**src/icache_pkg.sv**
```systemverilog
`default_nettype none

package icache_pkg;

    localparam int DATA_W     = 32; // CPU and memory word width
    localparam int BYTE_OFS_W = 2;  // Byte lane select bits within a word

    // CPU access width, same encoding as the fetch port
    typedef enum logic [1:0] {
        WIDTH_BYTE = 2'b00,
        WIDTH_HALF = 2'b01,
        WIDTH_WORD = 2'b10
    } access_width_e;

    // CPU response code
    typedef enum logic [1:0] {
        RESP_NONE = 2'b00,
        RESP_LAST = 2'b11   // Data valid, access complete
    } resp_e;

    // Pick the addressed lanes of a word, right aligned and zero extended
    function automatic logic [DATA_W-1:0] select_rdata(
        input access_width_e         width,
        input logic [BYTE_OFS_W-1:0] ofs,
        input logic [DATA_W-1:0]     word
    );
        logic [DATA_W-1:0] res;
        res = '0;
        case (width)
            WIDTH_BYTE: res[7:0]  = word[8*ofs +: 8];
            WIDTH_HALF: res[15:0] = word[16*ofs[BYTE_OFS_W-1] +: 16]; // Upper or lower half
            default:    res       = word;
        endcase
        return res;
    endfunction

endpackage

`default_nettype wire

```
**src/icache_fill_if.sv**
```systemverilog
`timescale 1ns/100ps
`default_nettype none

// Refill engine to line store, plain strobes with no handshake
interface icache_fill_if
    import icache_pkg::*;
#(
    parameter int ADDR_W = 16,
    parameter int WORDS  = 8
) ();
    localparam int WPTR_W = $clog2(WORDS);
    localparam int TAG_W  = ADDR_W - WPTR_W - BYTE_OFS_W;

    logic              word_wr;   // One refill word this cycle
    logic [WPTR_W-1:0] word_ptr;  // Word position in the line
    logic [DATA_W-1:0] word_data;
    logic              tag_wr;    // Line complete, commit tag
    logic [TAG_W-1:0]  tag_val;

    modport refill (output word_wr, word_ptr, word_data, tag_wr, tag_val);
    modport store  (input  word_wr, word_ptr, word_data, tag_wr, tag_val);
endinterface

// Lookup FSM to line store, tag compare and data read
interface icache_lookup_if
    import icache_pkg::*;
#(
    parameter int ADDR_W = 16,
    parameter int LINES  = 4,
    parameter int WORDS  = 8
) ();
    localparam int WPTR_W = $clog2(WORDS);
    localparam int IDX_W  = $clog2(LINES);
    localparam int TAG_W  = ADDR_W - WPTR_W - BYTE_OFS_W;

    logic [TAG_W-1:0]        cmp_tag;  // Tag under test
    logic                    hit;      // Combinational from cmp_tag
    logic [IDX_W-1:0]        hit_idx;  // Matching line
    logic                    rd_en;
    logic [IDX_W+WPTR_W-1:0] rd_addr;  // {line, word}
    logic [DATA_W-1:0]       rd_data;  // Valid one cycle after rd_en

    modport lookup (output cmp_tag, rd_en, rd_addr, input hit, hit_idx, rd_data);
    modport store  (input cmp_tag, rd_en, rd_addr, output hit, hit_idx, rd_data);
endinterface

`default_nettype wire

```
**src/icache_refill.sv**
```systemverilog
`timescale 1ns/100ps
`default_nettype none

module icache_refill
    import icache_pkg::*;
#(
    parameter int ADDR_W = 16,
    parameter int WORDS  = 8
) (
    input  wire logic              mclk,
    input  wire logic              rst_n,

    input  wire logic              refill_req_i,   // Level, held until busy
    input  wire logic [ADDR_W-1:0] refill_addr_i,  // Line aligned
    output logic                   refill_busy_o,

    output logic                   mem_req_o,
    output logic [ADDR_W-1:0]      mem_addr_o,
    output logic [$clog2(WORDS+1)-1:0] mem_bl_o,
    input  wire logic [DATA_W-1:0] mem_rdata_i,
    input  wire logic              mem_ack_i,      // One per word
    input  wire logic              mem_lack_i,     // With the last word

    icache_fill_if.refill          fill
);

    localparam int WPTR_W   = $clog2(WORDS);
    localparam int LINE_OFS = WPTR_W + BYTE_OFS_W;
    localparam int BL_W     = $clog2(WORDS+1);

    logic [WPTR_W-1:0] word_cnt;   // Words received so far
    logic              start;
    logic              word_ack;

    assign start    = refill_req_i & ~refill_busy_o;
    assign word_ack = mem_ack_i & mem_req_o;     // Ignore stray acks when idle

    assign mem_bl_o     = BL_W'(WORDS);          // Always a whole line
    assign fill.tag_val = mem_addr_o[ADDR_W-1:LINE_OFS];

    //------------------------------------------------------------
    // Burst control
    //------------------------------------------------------------
    always_ff @(posedge mclk or negedge rst_n) begin
        if (!rst_n) begin
            refill_busy_o <= 1'b0;
            mem_req_o     <= 1'b0;
            word_cnt      <= '0;
            fill.word_wr  <= 1'b0;
            fill.tag_wr   <= 1'b0;
        end else begin
            fill.word_wr <= word_ack;                 // Store one cycle behind the bus
            fill.tag_wr  <= word_ack & mem_lack_i;    // Tag goes with the last word
            if (start) begin
                refill_busy_o <= 1'b1;
                mem_req_o     <= 1'b1;
                word_cnt      <= '0;
            end else if (refill_busy_o) begin
                if (word_ack) word_cnt <= word_cnt + 1'b1;
                if (word_ack && mem_lack_i) mem_req_o <= 1'b0;   // Burst done
                if (fill.tag_wr) refill_busy_o <= 1'b0;        // Line committed
            end
        end
    end

    // Address and word payload
    always_ff @(posedge mclk) begin
        if (start) mem_addr_o <= refill_addr_i;
        fill.word_data <= mem_rdata_i;
        fill.word_ptr  <= word_cnt;   // Position of the word being acked
    end

endmodule

`default_nettype wire

```
**src/icache_line_store.sv**
```systemverilog
`timescale 1ns/100ps
`default_nettype none

module icache_line_store
    import icache_pkg::*;
#(
    parameter int ADDR_W = 16,
    parameter int LINES  = 4,
    parameter int WORDS  = 8
) (
    input  wire logic       mclk,
    input  wire logic       rst_n,
    icache_fill_if.store    fill,
    icache_lookup_if.store  lk
);

    localparam int WPTR_W = $clog2(WORDS);
    localparam int IDX_W  = $clog2(LINES);
    localparam int TAG_W  = ADDR_W - WPTR_W - BYTE_OFS_W;

    logic [DATA_W-1:0] mem [LINES*WORDS];   // Line data, {line, word} index
    logic [TAG_W-1:0]  tags [LINES];
    logic [LINES-1:0]  valid;
    logic [IDX_W-1:0]  fifo_ptr;             // Next line to replace

    //------------------------------------------------------------
    // Refill side
    //------------------------------------------------------------
    always_ff @(posedge mclk) begin
        if (fill.word_wr) mem[{fifo_ptr, fill.word_ptr}] <= fill.word_data;
        if (fill.tag_wr) tags[fifo_ptr] <= fill.tag_val;
    end

    always_ff @(posedge mclk or negedge rst_n) begin
        if (!rst_n) begin
            valid    <= '0;
            fifo_ptr <= '0;
        end else begin
            // Victim line is invalid while partly overwritten
            if (fill.word_wr) valid[fifo_ptr] <= 1'b0;
            if (fill.tag_wr) begin
                valid[fifo_ptr] <= 1'b1;                // Wins over the clear above
                if (fifo_ptr == IDX_W'(LINES-1))
                    fifo_ptr <= '0;
                else
                    fifo_ptr <= fifo_ptr + 1'b1;
            end
        end
    end

    //------------------------------------------------------------
    // Lookup side
    //------------------------------------------------------------
    // Fully associative compare across all valid lines
    always_comb begin
        lk.hit     = 1'b0;
        lk.hit_idx = '0;
        for (int i = 0; i < LINES; i++) begin
            if (valid[i] && (tags[i] == lk.cmp_tag)) begin
                lk.hit     = 1'b1;
                lk.hit_idx = IDX_W'(i);
            end
        end
    end

    // Registered read port
    always_ff @(posedge mclk) begin
        if (lk.rd_en) lk.rd_data <= mem[lk.rd_addr];
    end

endmodule

`default_nettype wire

```
**src/icache_lookup.sv**
```systemverilog
`timescale 1ns/100ps
`default_nettype none

module icache_lookup
    import icache_pkg::*;
#(
    parameter int ADDR_W = 16,
    parameter int WORDS  = 8
) (
    input  wire logic              mclk,
    input  wire logic              rst_n,

    input  wire logic              cpu_req_i,
    input  wire logic [ADDR_W-1:0] cpu_addr_i,
    input  wire logic [1:0]        cpu_width_i,
    output logic                   cpu_req_ack_o,  // One cycle pulse
    output logic [DATA_W-1:0]      cpu_rdata_o,
    output logic [1:0]             cpu_resp_o,

    output logic                   refill_req_o,
    output logic [ADDR_W-1:0]      refill_addr_o,
    input  wire logic              refill_busy_i,

    icache_lookup_if.lookup        lk
);

    localparam int WPTR_W   = $clog2(WORDS);
    localparam int LINE_OFS = WPTR_W + BYTE_OFS_W;

    typedef enum logic [2:0] {
        IDLE, TAG_COMPARE, READ_WAIT, READ_DONE, REFILL_WAIT, REFILL_DONE
    } state_e;

    state_e            state;
    logic [ADDR_W-1:0] addr_q;    // Latched CPU address
    access_width_e     width_q;
    logic              accept;

    assign accept     = (state == IDLE) && cpu_req_i;
    assign lk.cmp_tag = addr_q[ADDR_W-1:LINE_OFS];

    //------------------------------------------------------------
    // Control FSM
    //------------------------------------------------------------
    always_ff @(posedge mclk or negedge rst_n) begin
        if (!rst_n) begin
            state         <= IDLE;
            cpu_req_ack_o <= 1'b0;
            cpu_resp_o    <= RESP_NONE;
            refill_req_o  <= 1'b0;
            lk.rd_en      <= 1'b0;
        end else begin
            cpu_req_ack_o <= 1'b0;
            cpu_resp_o    <= RESP_NONE;
            lk.rd_en      <= 1'b0;
            case (state)
                IDLE: if (accept) begin
                    cpu_req_ack_o <= 1'b1;
                    state         <= TAG_COMPARE;
                end
                TAG_COMPARE: if (lk.hit) begin
                    lk.rd_en <= 1'b1;                 // Read issue
                    state    <= READ_WAIT;
                end else begin
                    refill_req_o <= 1'b1;             // Miss, fetch the line
                    state        <= REFILL_WAIT;
                end
                READ_WAIT: state <= READ_DONE;        // rd_data lands this edge
                READ_DONE: begin
                    cpu_resp_o <= RESP_LAST;
                    state      <= IDLE;
                end
                REFILL_WAIT: if (refill_busy_i) begin
                    refill_req_o <= 1'b0;             // Engine has taken it
                    state        <= REFILL_DONE;
                end
                REFILL_DONE: if (!refill_busy_i) state <= TAG_COMPARE;  // Retry, now hits
                default: state <= IDLE;
            endcase
        end
    end

    // Datapath registers
    always_ff @(posedge mclk) begin
        if (accept) begin
            addr_q  <= cpu_addr_i;
            width_q <= access_width_e'(cpu_width_i);
        end
        if (state == TAG_COMPARE) begin
            lk.rd_addr    <= {lk.hit_idx, addr_q[LINE_OFS-1:BYTE_OFS_W]};
            refill_addr_o <= {addr_q[ADDR_W-1:LINE_OFS], {LINE_OFS{1'b0}}};  // Line aligned
        end
        if (state == READ_DONE)
            cpu_rdata_o <= select_rdata(width_q, addr_q[BYTE_OFS_W-1:0], lk.rd_data);
    end

endmodule

`default_nettype wire

```
**src/icache_top.sv**
```systemverilog
`timescale 1ns/100ps
`default_nettype none

module icache_top
    import icache_pkg::*;
#(
    parameter int ADDR_W = 16,   // Byte address width
    parameter int LINES  = 4,    // Cache lines
    parameter int WORDS  = 8     // Words per line
) (
    input  wire logic                     mclk,
    input  wire logic                     rst_n,

    // CPU fetch port
    input  wire logic                     cpu_req_i,
    input  wire logic [ADDR_W-1:0]        cpu_addr_i,
    input  wire logic [1:0]               cpu_width_i,
    output logic                          cpu_req_ack_o,
    output logic [DATA_W-1:0]             cpu_rdata_o,
    output logic [1:0]                    cpu_resp_o,

    // Burst read memory bus
    output logic                          mem_req_o,
    output logic [ADDR_W-1:0]             mem_addr_o,
    output logic [$clog2(WORDS+1)-1:0]    mem_bl_o,
    input  wire logic [DATA_W-1:0]        mem_rdata_i,
    input  wire logic                     mem_ack_i,
    input  wire logic                     mem_lack_i
);

    logic              refill_req;
    logic [ADDR_W-1:0] refill_addr;
    logic              refill_busy;

    icache_fill_if   #(.ADDR_W(ADDR_W), .WORDS(WORDS)) fill_if ();
    icache_lookup_if #(.ADDR_W(ADDR_W), .LINES(LINES), .WORDS(WORDS)) lookup_if ();

    //------------------------------------------------------------
    // CPU side FSM
    //------------------------------------------------------------
    icache_lookup #(.ADDR_W(ADDR_W), .WORDS(WORDS)) u_lookup (
        .mclk          (mclk),
        .rst_n         (rst_n),
        .cpu_req_i     (cpu_req_i),
        .cpu_addr_i    (cpu_addr_i),
        .cpu_width_i   (cpu_width_i),
        .cpu_req_ack_o (cpu_req_ack_o),
        .cpu_rdata_o   (cpu_rdata_o),
        .cpu_resp_o    (cpu_resp_o),
        .refill_req_o  (refill_req),
        .refill_addr_o (refill_addr),
        .refill_busy_i (refill_busy),
        .lk            (lookup_if.lookup)
    );

    // Memory side burst engine
    icache_refill #(.ADDR_W(ADDR_W), .WORDS(WORDS)) u_refill (
        .mclk          (mclk),
        .rst_n         (rst_n),
        .refill_req_i  (refill_req),
        .refill_addr_i (refill_addr),
        .refill_busy_o (refill_busy),
        .mem_req_o     (mem_req_o),
        .mem_addr_o    (mem_addr_o),
        .mem_bl_o      (mem_bl_o),
        .mem_rdata_i   (mem_rdata_i),
        .mem_ack_i     (mem_ack_i),
        .mem_lack_i    (mem_lack_i),
        .fill          (fill_if.refill)
    );

    icache_line_store #(.ADDR_W(ADDR_W), .LINES(LINES), .WORDS(WORDS)) u_line_store (
        .mclk  (mclk),
        .rst_n (rst_n),
        .fill  (fill_if.store),
        .lk    (lookup_if.store)
    );

endmodule

`default_nettype wire

```
**config.mk**
```make
export PLATFORM = sky130hd
export DESIGN_NAME = icache_top
export DESIGN_NICKNAME = d
export VERILOG_FILES = /design/src/icache_pkg.sv /design/src/icache_fill_if.sv /design/src/icache_refill.sv /design/src/icache_line_store.sv /design/src/icache_lookup.sv /design/src/icache_top.sv
export SDC_FILE = /design/constraint.sdc
export NUM_CORES = 1
export LEC_CHECK = 0
export BUFFER_PORTS_ARGS = -buffer_cell sky130_fd_sc_hd__clkbuf_2
export CAP_MARGIN = 20
export CORE_MARGIN = 3
export CORE_UTILIZATION = 55
export DETAILED_ROUTE_END_ITERATION = 7
export PLACE_DENSITY = 0.74
export SLEW_MARGIN = 20
export SYNTH_ARGS = -nofsm -noshare
export SYNTH_HDL_FRONTEND = slang
export SYNTH_SLANG_ARGS = --single-unit
```
**constraint.sdc**
```tcl
create_clock -name mclk -period 2.9 [get_ports mclk]
set_clock_uncertainty 0.15 [all_clocks]
set_input_delay 0.58 -clock mclk [delete_from_list [all_inputs] [get_ports mclk]]
set_output_delay 0.58 -clock mclk [all_outputs]
set_load 0.01 [all_outputs]
```
==> flow_metrics.py <==
metrics = {
    "route": {
        "vias": 22100,
        "drc": 0,
        "vias_per_cell": 6.53,
        "routedWlPerCell_microns": 33.2,
        "ant_nets": 0,
        "drtIter0Drc": 2943,
        "dr.pass1.iters": 5,
        "finalWirelength_mm": 112,
    },
    "clock_network": {
        "root_buffer": "clkbuf_16",
        "postCtsSetupRepairBufs": 0,
        "clk_latency_ns": 0.69,
        "cts.sinks": 1232,
        "clockBufferDepth": 3,
        "path_clk_slew_ns": 0.06,
        "htreeDepth": 3,
        "cts_tree": "done",
        "numCtsBuffers": 114,
    },
    "yosys": {
        "synth-main-ff-cell": "edfxtp_1",
        "syn_avg_cell_area_sq_um": 23.9,
        "synth_top_area_share_pct": 76.7,
        "synth_top_area_cell": "edfxtp_1",
        "synth_cell_types": 41,
        "synth.most_common_cell": "edfxtp_1",
        "synthTopCellsByArea": "edfxtp_1 (77%), mux4_2 (16%), dfxtp_1 (1.5%), dfrtp_1 (1.1%), mux2_2 (0.85%)",
        "seq_area_frac_synth_pct": 79.3,
        "yosysWarnings": 0,
        "ys_top_cells_by_count": "edfxtp_1 (1177), mux4_2 (321), clkbuf_1 (44), xnor2_1 (44), nor2_1 (39)",
        "ys_ff_latch": 1232,
        "synth_edf_count": 1177,
        "netlist_area_sq_mm": 0.0461,
        "synthArstFlopShare_pct": 1.62,
        "netlist_instances": 1925,
    },
    "placed_design": {
        "post-place-ws_ns": 0.143,
        "place.gp.congestion": 0.801,
        "hpwl_mm": 61.2,
        "port_buffers": 101,
        "dpl_cell_area_sq_mm": 0.0492,
        "dp_cells": 3108,
    },
    "worst_setup_path": {
        "crit_arrival_ns": 3.04,
        "crit_family": "multiplexers",
        "path_class": "reg2reg",
        "critPathMaxFanout": 27,
        "worstPathRequired_ns": 3.19,
        "slowest_delay_ns": 0.54,
        "path_cells": "buf_12 > buf_12 > mux4_2 > mux4_2 > mux2_2",
        "cp-start-kind": "flop",
        "slowest_stage": "mux4_2",
        "end_kind": "flop",
        "crit_buf_inv": 2,
    },
    "timing": {
        "slew-limit-headroom_pct": 30.0,
        "rsz0062_at_grt": "no",
        "tightest_slew_ns": 1.05,
        "hold_violations": 0,
        "finalMaxSlewViolations": 0,
        "setup_viol": 0,
        "worst_slack_ns": 0.145,
        "fin_setup_tns_ns": 0,
        "min_period_over_period_pct": 95.0,
        "period_minus_slack_ns": 2.75,
        "max_freq_mhz": 363,
    },
    "power": {
        "p_per_area_mw_per_mm2": 811,
        "p_clk_share_pct": 35.0,
        "p_int_uw": 33000,
        "power.switching_uw": 10500,
        "finalPower_uw": 43500,
        "pwr-share-seq_pct": 48.7,
        "leakage_uw": 0.0172,
        "switching_share_pct": 24.1,
        "peakVddDrop_mv": 0.571,
        "p_comb_share_pct": 16.3,
    },
    "min_path": {
        "hold_path_class": "in2reg",
    },
    "floorplan": {
        "die-area_sq_mm": 0.0873,
        "die_h_microns": 296,
        "core-area_sq_mm": 0.0825,
        "rows": 105,
        "die_x_microns": 296,
        "io_pins": 111,
        "start_util_pct": 55.9,
    },
    "run_status": {
        "status": "completed",
    },
    "layout": {
        "nNetsFinal": 2265,
        "final_area_sq_mm": 0.0536,
        "stdcell_count": 3377,
        "syn2layout_area_growth_pct": 16.3,
        "drive_gt1_share_pct": 33.8,
    },
    "global_route": {
        "grt_use_total_pct": 26.3,
        "grt_antenna_before_repair": 6,
        "grt_pass1_vias": 22200,
        "grt_overflow": 0,
        "grt_max_degree": 42,
        "grt_pass1_wl_mm": 160,
    },
    "flow_run": {
        "drv_cap": 0,
    },
}
[what timing repair did]
item / in CTS / in global routing
hold buffers: 51 / 0
resized for setup: 0 / 0
endpoints found under the hold margin: 70 / 0
endpoints found under the setup margin: 0 / 0
[power by group through the flow]
stage	logic [uW]	clock network [uW]	registers, uW
5_1_grt	7480	16100	21300
3_5_place_dp	7010	0	21500
6_report	7100	15200	21200
4_1_cts	7170	15400	21200
3_3_place_gp	6870	0	21500
2_1_floorplan	4750	0	21300
[registers in the layout, indices dropped and copies added, names as in the netlist, 4 cells and up]
| signal | cells |
|---|---|
| u_line_store.tags | 44 |
| u_lookup.cpu_rdata_o | 32 |
| u_refill.mem_addr_o | 11 |
| u_lookup.lk.rd_addr | 5 |
| u_lookup.refill_addr_o | 11 |
| u_line_store.valid | 4 |
| u_line_store.lk.rd_data | 32 |
| u_lookup.addr_q | 16 |
| u_line_store.mem | 1024 |
| u_refill.fill.word_data | 32 |
[kinds of logic (layout without fill, tap and decap cells)]
group | after synthesis | in the layout | synth area share [%]
xor gates and xnor gates | 45 | 45 | 0.855
AOI/OAI and AO/OA | 40 | 40 | 0.543
buffers and inverters | 112 | 485 | 1.13
DFF | 1232 | 1232 | 79.3
adders and majority gates | 5 | 5 | 0.136
other | 2 | 11 | 0.0163
muxes | 361 | 361 | 16.6
and+or+nand+nor | 128 | 128 | 1.40
[path summary, 6_finish.rpt]
check                           slack (ns)                             start                                     to  cells past startpoint
worst max-delay path                  0.15  u_lookup.lk.rd_addr[0]$_DFFE_PP_  u_line_store.lk.rd_data[24]$_DFFE_PP_                      5
worst min-delay path                  0.09                        mem_lack_i         u_refill.fill.tag_wr$_DFF_PN0_                      2
worst max register to register        0.15  u_lookup.lk.rd_addr[0]$_DFFE_PP_  u_line_store.lk.rd_data[24]$_DFFE_PP_                      5
worst min register to register        0.23  u_refill.word_cnt[2]$_DFFE_PN0P_      u_refill.fill.word_ptr[2]$_DFF_P_                      0
max in group asynchronous             1.93                             rst_n            u_lookup.lk.rd_en$_DFF_PN0_                      2
min in group asynchronous             0.27                             rst_n       u_lookup.cpu_req_ack_o$_DFF_PN0_                      2
[per-stage QoR]
| stage | util (%) | hold WS, ns |
|---|---|---|
| after floorplan | - | 0.134 |
| after global placement | 59.7 | 0.233 |
| after detailed placement | 59.7 | 0.230 |
| after CTS | 65.0 | 0.0608 |
| after global routing | 65.0 | 0.0632 |
| final | 65.0 | 0.0909 |
[area by class of cell]
type,count,area (sq um)
Antenna cell,2,5.00
Clock buffer,171,3330
Clock inverter,45,528
Fill cell,5049,28900
Inverter,9,33.8
Multi-Input combinational cell,588,9310
Sequential cell,1232,36500
Tap cell,1070,1340
Timing Repair Buffer,260,2510
[layout by cell type, fill, tap and decap left out, types with 7 or more instances in the layout]
master,Yosys,layout
clkinv_2,0,21
dlygate4sd3_1,0,51
xnor2_1,44,44
nor2_1,39,7
buf_12,0,55
clkbuf_1,44,33
buf_4,14,53
mux2_2,35,35
clkbuf_2,0,101
clkbuf_8,0,22
nand2_1,24,24
clkbuf_16,0,116
dfxtp_1,35,35
edfxtp_1,1177,1177
o21ai_0,18,18
mux4_2,321,321
nand4_1,12,12
dfrtp_1,20,19
and2_1,22,22
bufinv_16,0,10
nor2_4,0,32
nor2b_1,8,8
inv_1,9,9
conb_1,2,9
[metal layers]
| metal | GRT usage, % | vias up | wire, microns |
|---|---|---|---|
| li1 | - | 8664 | - |
| met1 | 37.6 | 11700 | 41400 |
| met3 | 5.51 | 247 | 12500 |
| met5 | 0 | - | 33 |
| met4 | 7.98 | 4 | 3560 |
| met2 | 41.9 | 1429 | 54800 |
No activity file was read; power rests on OpenSTA's default activity.
